===== src/common/mont_ctrl_pkg.sv =====
package mont_ctrl_pkg;

    typedef enum logic [2:0] {
        IDLE,
        PRE_B,
        PRE_M,
        ADD_B,
        ADD_M,
        SUB_M,
        ADD_BACK,
        FINISH
    } ctrl_state_t;

    // Left adder operand
    typedef enum logic {
        LHS_ACC,
        LHS_DOUBLE
    } add_lhs_t;

    // Right adder operand
    typedef enum logic [1:0] {
        RHS_B,
        RHS_M,
        RHS_B_DIGIT,
        RHS_M_DIGIT
    } add_rhs_t;

endpackage


===== src/common/mont_params_pkg.sv =====
package mont_params_pkg;

    // Operand and modulus width
    localparam int OPERAND_W = 256;

    // Accumulator carries four extra bits, top bit is the sign
    localparam int ACC_W = OPERAND_W + 4;

    // Width of the 3B and 3M multiples
    localparam int MULT_W = OPERAND_W + 2;

    // Radix-4 digit count and the counter that walks them
    localparam int DIGITS      = OPERAND_W / 2;
    localparam int DIGIT_CNT_W = 7;

    // Adder split into equal limbs
    localparam int LIMBS  = 4;
    localparam int LIMB_W = ACC_W / LIMBS;

    typedef logic [OPERAND_W-1:0] operand_t;
    typedef logic [ACC_W-1:0]     acc_t;
    typedef logic [MULT_W-1:0]    mult_t;
    typedef logic [LIMB_W-1:0]    limb_t;

endpackage


===== src/mont_adder/adder_limb.sv =====
`timescale 1ns/1ps

module adder_limb import mont_params_pkg::*; #(
    parameter int LIMB_IDX = 0
) (
    input  logic  clk,
    input  logic  resetn,
    input  logic  capture,
    input  logic  enable,
    input  logic  carry_in,
    input  limb_t lhs_slice,
    input  limb_t rhs_slice,
    output limb_t sum_slice,
    output logic  carry_out
);

    limb_t           lhs_q;
    limb_t           rhs_q;
    limb_t           sum_q;
    logic            carry_q;
    logic            inject_q;
    logic            cin;
    logic [LIMB_W:0] sum_full;

    always_ff @(posedge clk) begin
        if (capture) begin
            lhs_q <= lhs_slice;
            rhs_q <= rhs_slice;
        end
        if (enable) begin
            sum_q <= sum_full[LIMB_W-1:0];
        end
    end

    always_ff @(posedge clk) begin
        if (!resetn) begin
            carry_q  <= 1'b0;
            inject_q <= 1'b0;
        end else begin
            if (capture) begin
                inject_q <= carry_in;
            end
            if (enable) begin
                carry_q <= sum_full[LIMB_W];
            end
        end
    end

    // Lowest limb keeps the subtract carry from capture time, others ripple
    assign cin = (LIMB_IDX == 0) ? inject_q : carry_in;

    assign sum_full  = {1'b0, lhs_q} + {1'b0, rhs_q} + {{LIMB_W{1'b0}}, cin};
    assign sum_slice = sum_q;
    assign carry_out = carry_q;

endmodule


===== src/mont_adder/mont_adder.sv =====
`timescale 1ns/1ps

module mont_adder import mont_params_pkg::*; (
    input  logic clk,
    input  logic resetn,
    input  logic add_go,
    input  logic subtract,
    input  acc_t add_lhs,
    input  acc_t add_rhs,
    output acc_t sum,
    output logic add_done
);

    logic [LIMBS-1:0] stage;
    logic [LIMBS:0]   carry_chain;
    acc_t             rhs_eff;
    logic             done_q;

    // Two's complement subtract: inverted rhs plus one into limb 0
    assign rhs_eff        = subtract ? ~add_rhs : add_rhs;
    assign carry_chain[0] = subtract;

    // One-hot stage, limb i works in stage i
    always_ff @(posedge clk) begin
        if (!resetn) begin
            stage  <= '0;
            done_q <= 1'b0;
        end else begin
            stage  <= {stage[LIMBS-2:0], add_go};
            done_q <= stage[LIMBS-1];
        end
    end

    for (genvar i = 0; i < LIMBS; i++) begin : g_limb
        adder_limb #(
            .LIMB_IDX (i)
        ) i_limb (
            .clk       (clk),
            .resetn    (resetn),
            .capture   (add_go),
            .enable    (stage[i]),
            .carry_in  (carry_chain[i]),
            .lhs_slice (add_lhs[i*LIMB_W +: LIMB_W]),
            .rhs_slice (rhs_eff[i*LIMB_W +: LIMB_W]),
            .sum_slice (sum[i*LIMB_W +: LIMB_W]),
            .carry_out (carry_chain[i+1])
        );
    end

    assign add_done = done_q;

endmodule


===== src/source/mont_accumulator.sv =====
`timescale 1ns/1ps

module mont_accumulator import mont_params_pkg::*; (
    input  logic     clk,
    input  logic     resetn,
    input  logic     acc_clear,
    input  logic     acc_load,
    input  logic     acc_shift,
    input  acc_t     sum,
    output acc_t     acc,
    output logic     acc_sign,
    output operand_t result
);

    acc_t acc_q;
    acc_t sum_shifted;

    // Arithmetic shift, sign bit copied into the top two bits
    assign sum_shifted = {{2{sum[ACC_W-1]}}, sum[ACC_W-1:2]};

    always_ff @(posedge clk) begin
        if (!resetn) begin
            acc_q <= '0;
        end else if (acc_clear) begin
            acc_q <= '0;
        end else if (acc_load) begin
            acc_q <= acc_shift ? sum_shifted : sum;
        end
    end

    assign acc      = acc_q;
    assign acc_sign = acc_q[ACC_W-1];
    assign result   = acc_q[OPERAND_W-1:0];

endmodule


===== src/source/mont_controller.sv =====
`timescale 1ns/1ps

module mont_controller import mont_params_pkg::*, mont_ctrl_pkg::*; (
    input  logic     clk,
    input  logic     resetn,
    input  logic     start,
    input  logic     add_done,
    input  logic     acc_sign,
    output logic     add_go,
    output logic     subtract,
    output logic     load_b3,
    output logic     load_m3,
    output logic     shift_a,
    output logic     acc_clear,
    output logic     acc_load,
    output logic     acc_shift,
    output logic     operands_load,
    output logic     done,
    output add_lhs_t lhs_sel,
    output add_rhs_t rhs_sel
);

    ctrl_state_t            state;
    ctrl_state_t            state_next;
    logic                   issued;
    logic                   issued_next;
    logic [DIGIT_CNT_W-1:0] digit_cnt;
    logic [DIGIT_CNT_W-1:0] digit_cnt_next;
    logic                   last_digit;

    assign last_digit = (digit_cnt == DIGIT_CNT_W'(DIGITS - 1));

    always_ff @(posedge clk) begin
        if (!resetn) begin
            state     <= IDLE;
            issued    <= 1'b0;
            digit_cnt <= '0;
        end else begin
            state     <= state_next;
            issued    <= issued_next;
            digit_cnt <= digit_cnt_next;
        end
    end

    // Each working state: issue one addition, then wait for add_done
    always_comb begin
        state_next     = state;
        issued_next    = issued;
        digit_cnt_next = digit_cnt;
        add_go         = 1'b0;
        load_b3        = 1'b0;
        load_m3        = 1'b0;
        shift_a        = 1'b0;
        acc_clear      = 1'b0;
        acc_load       = 1'b0;
        acc_shift      = 1'b0;
        operands_load  = 1'b0;
        done           = 1'b0;
        case (state)
            IDLE: begin
                if (start) begin
                    operands_load  = 1'b1;
                    acc_clear      = 1'b1;
                    digit_cnt_next = '0;
                    state_next     = PRE_B;
                end
            end
            FINISH: begin
                done       = 1'b1;
                state_next = IDLE;
            end
            default: begin
                if (!issued) begin
                    // Reduction stops once the accumulator went negative
                    if (state == SUB_M && acc_sign) begin
                        state_next = ADD_BACK;
                    end else begin
                        add_go      = 1'b1;
                        issued_next = 1'b1;
                    end
                end else if (add_done) begin
                    issued_next = 1'b0;
                    case (state)
                        PRE_B: begin
                            load_b3    = 1'b1;
                            state_next = PRE_M;
                        end
                        PRE_M: begin
                            load_m3    = 1'b1;
                            state_next = ADD_B;
                        end
                        ADD_B: begin
                            acc_load   = 1'b1;
                            shift_a    = 1'b1;
                            state_next = ADD_M;
                        end
                        ADD_M: begin
                            acc_load       = 1'b1;
                            acc_shift      = 1'b1;
                            digit_cnt_next = digit_cnt + DIGIT_CNT_W'(1);
                            state_next     = last_digit ? SUB_M : ADD_B;
                        end
                        SUB_M: begin
                            acc_load = 1'b1;
                        end
                        ADD_BACK: begin
                            acc_load   = 1'b1;
                            state_next = FINISH;
                        end
                        default: begin
                            state_next = IDLE;
                        end
                    endcase
                end
            end
        endcase
    end

    // Operand routing per state
    always_comb begin
        subtract = (state == SUB_M);
        case (state)
            PRE_B:       begin lhs_sel = LHS_DOUBLE; rhs_sel = RHS_B;       end
            PRE_M:       begin lhs_sel = LHS_DOUBLE; rhs_sel = RHS_M;       end
            ADD_B:       begin lhs_sel = LHS_ACC;    rhs_sel = RHS_B_DIGIT; end
            ADD_M:       begin lhs_sel = LHS_ACC;    rhs_sel = RHS_M_DIGIT; end
            SUB_M:       begin lhs_sel = LHS_ACC;    rhs_sel = RHS_M;       end
            ADD_BACK:    begin lhs_sel = LHS_ACC;    rhs_sel = RHS_M;       end
            default:     begin lhs_sel = LHS_ACC;    rhs_sel = RHS_B;       end
        endcase
    end

endmodule


===== src/source/mont_operand_select.sv =====
`timescale 1ns/1ps

module mont_operand_select import mont_params_pkg::*, mont_ctrl_pkg::*; (
    input  logic     clk,
    input  logic     resetn,
    input  logic     operands_load,
    input  logic     shift_a,
    input  logic     load_b3,
    input  logic     load_m3,
    input  operand_t a_in,
    input  operand_t b_in,
    input  operand_t m_in,
    input  acc_t     acc,
    input  acc_t     sum,
    input  add_lhs_t lhs_sel,
    input  add_rhs_t rhs_sel,
    output acc_t     add_lhs,
    output acc_t     add_rhs
);

    operand_t   a_q;
    operand_t   b_q;
    operand_t   m_q;
    mult_t      b3_q;
    mult_t      m3_q;
    operand_t   double_src;
    logic [1:0] q_digit;

    // 0, X, 2X or 3X for one radix-4 digit
    function automatic acc_t pick_multiple(input logic [1:0] digit, input operand_t x,
                                           input mult_t x3);
        acc_t res;
        case (digit)
            2'd1:    res = acc_t'(x);
            2'd2:    res = acc_t'({x, 1'b0});
            2'd3:    res = acc_t'(x3);
            default: res = '0;
        endcase
        return res;
    endfunction

    always_ff @(posedge clk) begin
        if (!resetn) begin
            a_q <= '0;
            b_q <= '0;
            m_q <= '0;
        end else if (operands_load) begin
            a_q <= a_in;
            b_q <= b_in;
            m_q <= m_in;
        end else if (shift_a) begin
            // Next radix-4 digit of a into the low bits
            a_q <= a_q >> 2;
        end
    end

    // 3B and 3M come straight off the adder after precompute
    always_ff @(posedge clk) begin
        if (load_b3) begin
            b3_q <= sum[MULT_W-1:0];
        end
        if (load_m3) begin
            m3_q <= sum[MULT_W-1:0];
        end
    end

    // Quotient digit so that acc + q*M is divisible by 4
    // m = 3 mod 4 gives q = acc mod 4, m = 1 mod 4 gives q = -acc mod 4
    assign q_digit = m_q[1] ? acc[1:0] : 2'd0 - acc[1:0];

    assign double_src = (rhs_sel == RHS_M) ? m_q : b_q;

    assign add_lhs = (lhs_sel == LHS_DOUBLE) ? acc_t'({double_src, 1'b0}) : acc;

    always_comb begin
        case (rhs_sel)
            RHS_B:       add_rhs = acc_t'(b_q);
            RHS_M:       add_rhs = acc_t'(m_q);
            RHS_B_DIGIT: add_rhs = pick_multiple(a_q[1:0], b_q, b3_q);
            default:     add_rhs = pick_multiple(q_digit, m_q, m3_q);
        endcase
    end

endmodule


===== src/source/montgomery.sv =====
`timescale 1ns/1ps

module montgomery import mont_params_pkg::*, mont_ctrl_pkg::*; (
    input  logic     clk,
    input  logic     resetn,
    input  logic     start,
    input  operand_t a_in,
    input  operand_t b_in,
    input  operand_t m_in,
    output operand_t result,
    output logic     done
);

    logic     add_go;
    logic     subtract;
    logic     add_done;
    logic     load_b3;
    logic     load_m3;
    logic     shift_a;
    logic     acc_clear;
    logic     acc_load;
    logic     acc_shift;
    logic     operands_load;
    logic     acc_sign;
    add_lhs_t lhs_sel;
    add_rhs_t rhs_sel;
    acc_t     add_lhs;
    acc_t     add_rhs;
    acc_t     sum;
    acc_t     acc;

    mont_controller i_controller (
        .clk           (clk),
        .resetn        (resetn),
        .start         (start),
        .add_done      (add_done),
        .acc_sign      (acc_sign),
        .add_go        (add_go),
        .subtract      (subtract),
        .load_b3       (load_b3),
        .load_m3       (load_m3),
        .shift_a       (shift_a),
        .acc_clear     (acc_clear),
        .acc_load      (acc_load),
        .acc_shift     (acc_shift),
        .operands_load (operands_load),
        .done          (done),
        .lhs_sel       (lhs_sel),
        .rhs_sel       (rhs_sel)
    );

    mont_operand_select i_operand_select (
        .clk           (clk),
        .resetn        (resetn),
        .operands_load (operands_load),
        .shift_a       (shift_a),
        .load_b3       (load_b3),
        .load_m3       (load_m3),
        .a_in          (a_in),
        .b_in          (b_in),
        .m_in          (m_in),
        .acc           (acc),
        .sum           (sum),
        .lhs_sel       (lhs_sel),
        .rhs_sel       (rhs_sel),
        .add_lhs       (add_lhs),
        .add_rhs       (add_rhs)
    );

    mont_adder i_adder (
        .clk      (clk),
        .resetn   (resetn),
        .add_go   (add_go),
        .subtract (subtract),
        .add_lhs  (add_lhs),
        .add_rhs  (add_rhs),
        .sum      (sum),
        .add_done (add_done)
    );

    mont_accumulator i_accumulator (
        .clk       (clk),
        .resetn    (resetn),
        .acc_clear (acc_clear),
        .acc_load  (acc_load),
        .acc_shift (acc_shift),
        .sum       (sum),
        .acc       (acc),
        .acc_sign  (acc_sign),
        .result    (result)
    );

endmodule


===== config.mk =====
export PLATFORM = sky130hd
export DESIGN_NAME = montgomery
export DESIGN_NICKNAME = d
export VERILOG_FILES = /design/src/common/mont_ctrl_pkg.sv /design/src/common/mont_params_pkg.sv /design/src/mont_adder/adder_limb.sv /design/src/mont_adder/mont_adder.sv /design/src/source/mont_accumulator.sv /design/src/source/mont_controller.sv /design/src/source/mont_operand_select.sv /design/src/source/montgomery.sv
export SDC_FILE = /design/constraint.sdc
export NUM_CORES = 2
export LEC_CHECK = 0
export BUFFER_PORTS_ARGS = -buffer_cell sky130_fd_sc_hd__buf_2
export CORE_MARGIN = 2
export CORE_UTILIZATION = 40
export DETAILED_ROUTE_END_ITERATION = 6
export PLACE_DENSITY_LB_ADDON = 0.1
export SKIP_CTS_REPAIR_TIMING = 1
export SYNTH_ARGS = -nofsm -noshare
export SYNTH_HDL_FRONTEND = slang
export SYNTH_SLANG_ARGS = --single-unit

===== constraint.sdc =====
create_clock -name clk -period 31 [get_ports clk]
set_input_delay 7.75 -clock clk [delete_from_list [all_inputs] [get_ports clk]]
set_output_delay 7.75 -clock clk [all_outputs]
set_load 0.01 [all_outputs]

# == Word-level counts from Yosys, hierarchy flattened ==
# Index checks and enable logic that the tools add are counted.
# classes
bitwise,3
n_addsub,10
mux,52
eq_ne,19
n_reduce_logical,15
# op_table
op,count
case mux 258 bit (3 select lines),2
case mux 260 bit (3 select lines),1
2-to-1 mux 256 bit,3
2-to-1 mux 260 bit,1
NOT 260 bit,1
2-to-1 mux 259 bit,1
2-to-1 mux 257 bit,1
adder 65 x 65 -> 66 bit,3
adder 66 x 1 -> 66 bit,3
adder 65 x 1 -> 65 bit,1
adder 65 bit,1
2-to-1 mux 1 bit,29
2-to-1 mux 7 bit,4
case mux 3 bit (6 select lines),1
2-to-1 mux 3 bit,5
case mux 7 bit (2 select lines),1
"equality test 3 bit, second input constant",4
"equality test 2 bit, second input constant",5
nonzero test 2 bit,4
"adder 7 x 1 -> 7 bit, second input constant",1
"equality test 7 bit, second input constant",1
"equality test 2 x 1 -> 1 bit, second input constant",3
"equality test 3 x 2 -> 1 bit, second input constant",2
case mux 2 bit (3 select lines),1
17 further kinds,20
# word_totals
regBits,2344
in_bits,771
elab_cells,128

# == Depth between registers and ports, before layout ==
# depth
word_depth,7
mapped_depth,14
ltp_nobuf,13

# == By module ==
# A second synthesis with hierarchy kept.
# hier_totals
hier_cells,11100
area_unflattened_um2,120639.5
# by_module_without_submodules
module,cells_each,instances,area_each_um2
mont_operand_select,6241,1,64569.4
adder_limb (i_adder.g_limb[1].i_limb ...),769,2,9904.5
mont_accumulator,1413,1,13344.0
adder_limb (i_adder.g_limb[0].i_limb),766,1,9758.1
adder_limb (i_adder.g_limb[3].i_limb),742,1,9585.4
mont_adder,299,1,2750.1
mont_controller,101,1,823.3

# == Worst setup path after synthesis ==
# No wires, ideal clock.
# synth_timing
path_kind,register to register
start,reg i_controller.state[0]
end,reg i_operand_select.b3_q[0] (enable)
required_ns,29.399
t_arrival_ns,27.792
stages_incl_launch_ff,6
setup_time_ns,1.601
setup_slack_ns,1.607
cell_sequence,dfxtp_1 clkbuf_1 clkbuf_1 clkbuf_1 clkbuf_1 nor4b_1
# synth_via
elab_chain_cells,5
# synth_lines
element,line,text
from (decl),mont_controller.sv:23,ctrl_state_t state;
from (signal assigned),mont_controller.sv:39,state <= state_next;
equality test 3 x 1 -> 1 bit,mont_controller.sv:83,case (state)
2-to-1 mux 1 bit,mont_controller.sv:83,
2-to-1 mux 1 bit,mont_controller.sv:81,end else if (add_done) begin
2-to-1 mux 1 bit,mont_controller.sv:73,if (!issued) begin
2-to-1 mux 1 bit *,mont_controller.sv:59,case (state)
net i_controller.load_b3,mont_controller.sv:11,"output logic load_b3,"
to (signal assigned),mont_operand_select.sv:60,b3_q <= sum[MULT_W-1:0];
to (decl),mont_operand_select.sv:24,mult_t b3_q;
# Mark *: on every way through the listed nets, which the timed path passes. The rest lies on a longest branch.
# A chain may end at the register's enable or synchronous reset.

# == Final worst setup path ==
# layout_timing
start,in start
end,reg i_operand_select.m_q[178]
# layout_via
elab_chain_cells,2
# layout_lines
element,line,text
from (decl),montgomery.sv:6,"input logic start,"
2-to-1 mux 1 bit,mont_controller.sv:61,if (start) begin
2-to-1 mux 1 bit,mont_controller.sv:59,
to (signal assigned),mont_operand_select.sv:50,m_q <= m_in;
to (decl),mont_operand_select.sv:23,operand_t m_q;
# No other way between the ends.

==> results.md <==
- Global Route Usage Sum: 0.278
- Most used cell, CP: buf_4
- GR peak layer: met2
- Critical R2R Launch: i_controller.state[2]$_SDFFE_PN0P_
- Delay-heaviest family, CP: buffers and inverters
- Sequential area share after synthesis: 0.513
- Top cell type by total area after synthesis: edfxtp_1
- # IOs: a little over 1000
- Leakage power: 50.1 nW
- CTS clock-pin slew for the worst setup and hold paths: about 0.050 ns
- Initial antenna violation count: 43
- Area grow syn2layout: 13.0%
- Vias per cell: 5.89
- Met2 usage: 0.435
- Final core utilization: 0.453
- Ys flop type: edfxtp_1
- Max IR drop VDD: between 0.07 and 0.08 mV
- CTS buffer count: about 280
- DR WL/cell: ~26 um
- Row cnt: approximately 200
- Vias in the first global route: ~95000
- Port Buffer Count: between 1000 and 1500
- GRT met3 Usage: 0.0511
- Avg Cell Area, Syn: a little under 10 um^2
- Core area: ~0.29 mm^2
- Final nets: between 10000 and 15000
- Count of different cell masters after synthesis: 80
- Critical-path maximum fanout: just over 90
- Worst clock skew: between 0.04 and 0.05 ns
- First-pass GRT wire length: 624 mm
- Worst path buffer plus inverter count: 6
- Max cap viols: 0
- Die area: a little under 0.3 mm^2
- Crit path max-delay cell type: buf_4
- Number of synthesized flops with an enable pin: 1295
- Drt pass-1 iters: 7
- Max Slew Vio Count: 0
- Grt ovf: 0
- Filler instances: around 28000
- Fraction of layout cells with a size suffix above 1: 0.150
- Post-synth ARST share: 0
- RSZ-0062 raised after global routing: no
- Net Count, Synth: between 10000 and 15000
- Largest net degree at the start of global routing: 213
- Max incr delay on CP: about 0.8 ns
- Non-Filler Instances: 16400
- Clock sink count: 2343
- Detail Route Antenna Nets: 0
- CTS tree: done
- Hold Fails Final Rpt: 0
- Clk root buf: clkbuf_16
- Placed cells: 15900
- Synthesized flop and latch total: 2343
- Ordered list of cells on the worst path: buf_2 > nor4b_2 > buf_4 > buf_4 > buf_4 > buf_4 > buf_4 > nand2_1 > a21boi_0
- Hold/Removal Path Class: flop to flop
- DRC Markers: 1
- Syn. warnings: 0
- Critical Path Sink Type: flop
- Post-synth top area share: 0.334
- Power, Total: about 14 mW
- Max Freq: 0.0873 GHz
- Period utilization: 0.369
- Final Cell Area: approximately 0.13 mm^2
- Post-Syn Area: around 0.12 mm^2
- Starting density of the core: 0.401
- Setup TNS: 0 ns
- Failing checks: DRC
- Syn Inst Count: roughly 12000
- Pwr Density: between 100 and 150 mW/mm^2
- Htree depth: 5
- Worst Setup SP: start
- M1 GR Usage: 0.375
- Cell Area, Placed: ~0.12 mm^2
- Count leader, synth: nand2_1
- Top cells by area in the synthesized netlist: edfxtp_1 (33%), dfxtp_1 (18%), nand2_1 (8.4%)
- HP Start: i_accumulator.acc[256]$_SDFFE_PP0P_
- Die W: 544 um
- Worst Setup Start Kind: primary input
- Worst Path Class, Setup: primary input to flop
- Final setup viols: 0
- Tmin final: ~11 ns
- Worst-Margin Slew: about 1.4 ns
- Most frequent cells after synthesis: nand2_1 (2623), edfxtp_1 (1295), dfxtp_1 (1048), a21oi_1 (951), clkbuf_1 (875)
- DP HPWL: around 290 mm
- Worst EP arrival: 12.26 ns
- Final Wtd Congestion: slightly above 0.9
- WP data required: 31.80 ns
- Max Root-Sink Buffers: 4
- Detailed-route via count: between 90000 and 100k
- Clk Latency, worst-skew pair: around 0.9 ns
- DR iter-0 viols: 10200
- Total wire length: 428 mm
- Status: finished with violations
- Chip height: roughly 540 um
- Slew HR: 0.0914
power breakdown:
group          switching [mW]  internal [mW]  leakage [nW]  total (mW)
clock network            1.37           1.94          4.46        3.30
registers               0.537           4.48          20.6        5.02
logic                    3.92           1.99          25.0        5.91
total                    5.83           8.40          50.1        14.2
worst register-to-register path, stage by stage (launching register included):
cell	delay [ns]
dfxtp_1	0.31
buf_4	0.21
nor2b_4	0.16
buf_4	0.36
nand2_4	0.67
inv_4	0.50
a21oi_1	0.33
nor2b_4	0.79
buf_4	0.68
buf_4	0.73
buf_4	0.80
final cells by class:
type                    instances  area [um^2]  area share
diodes                         20         50.0    0.000380
flip-flops and latches       2343        59900       0.455
repair buffers               1165         6360      0.0483
well taps                    3900         4880      0.0370
multi-input cells            8430        51100       0.388
clock inverters               106         1130     0.00858
clock buffers                 399         7970      0.0605
inverters                      78          295     0.00224
path summary, 6_finish.rpt:
check / slack [ns] / end / depth (start not counted)
setup / recovery: 19.55 / i_operand_select.m_q[178]$_SDFFE_PN0P_ / 9
hold / removal: 0.46 / i_accumulator.acc[256]$_SDFFE_PP0P_ / 2
setup reg to reg: 24.97 / i_adder.g_limb[0].i_limb.lhs_q[57]$_DFFE_PP_ / 10
hold reg to reg: 0.46 / i_accumulator.acc[256]$_SDFFE_PP0P_ / 2
cells in the final DEF (no fill, tap or decap), types with 256 or more instances in the layout:
master,Yosys,layout
dfxtp_1,1048,1041
o21ai_0,444,443
ha_1,256,256
buf_2,3,1026
mux2i_1,262,262
nor2_1,547,544
o221ai_1,287,287
a21oi_1,951,948
edfxtp_1,1295,1295
nand3_1,320,320
nand2_1,2623,2620
clkbuf_16,0,291
a31oi_1,347,347
a21boi_0,527,527
state kept, by name, indices dropped and copies added, names as in the netlist, 3 cells and up:
signal	cells
i_adder.g_limb.i_limb.lhs_q	260
i_operand_select.a_q	256
i_accumulator.acc	260
i_operand_select.m3_q	258
i_adder.g_limb.i_limb.rhs_q	259
i_adder.stage	4
i_operand_select.b_q	256
i_controller.digit_cnt	7
i_controller.state	3
i_adder.g_limb.i_limb.sum_slice	260
i_operand_select.m_q	256
i_operand_select.b3_q	258
i_adder.g_limb.i_limb.carry_out	3
layer usage:
layer  vias to the layer above  share of wire
li1                      44100              -
met1                     47400           0.42
met2                      4545           0.44
met3                       861          0.085
met4                        52          0.047
met5                         -        0.00076
cells by family (layout without fill, tap and decap cells):
group / after synthesis / in the layout / synth area share
AOI/OAI and AO/OA: 3558 / 3558 / 0.206
xor gates and xnor gates: 324 / 324 / 0.0243
adders and majority gates: 264 / 264 / 0.0288
buffers and inverters: 1279 / 1748 / 0.0494
DFF: 2343 / 2343 / 0.513
muxes: 516 / 516 / 0.0470
other: 0 / 20 / 0
and+or+nand+nor: 3768 / 3768 / 0.131
stage by stage:
step | hold slack, ns | setup slack [ns]
after floorplan | 0.432 | 1.61
after global placement | 0.447 | 18.69
after detailed placement | 0.449 | 18.57
after CTS | 0.459 | 19.50
after global routing | 0.484 | 19.08
final | 0.458 | 19.55
Power figures use the tool's default switching activity.
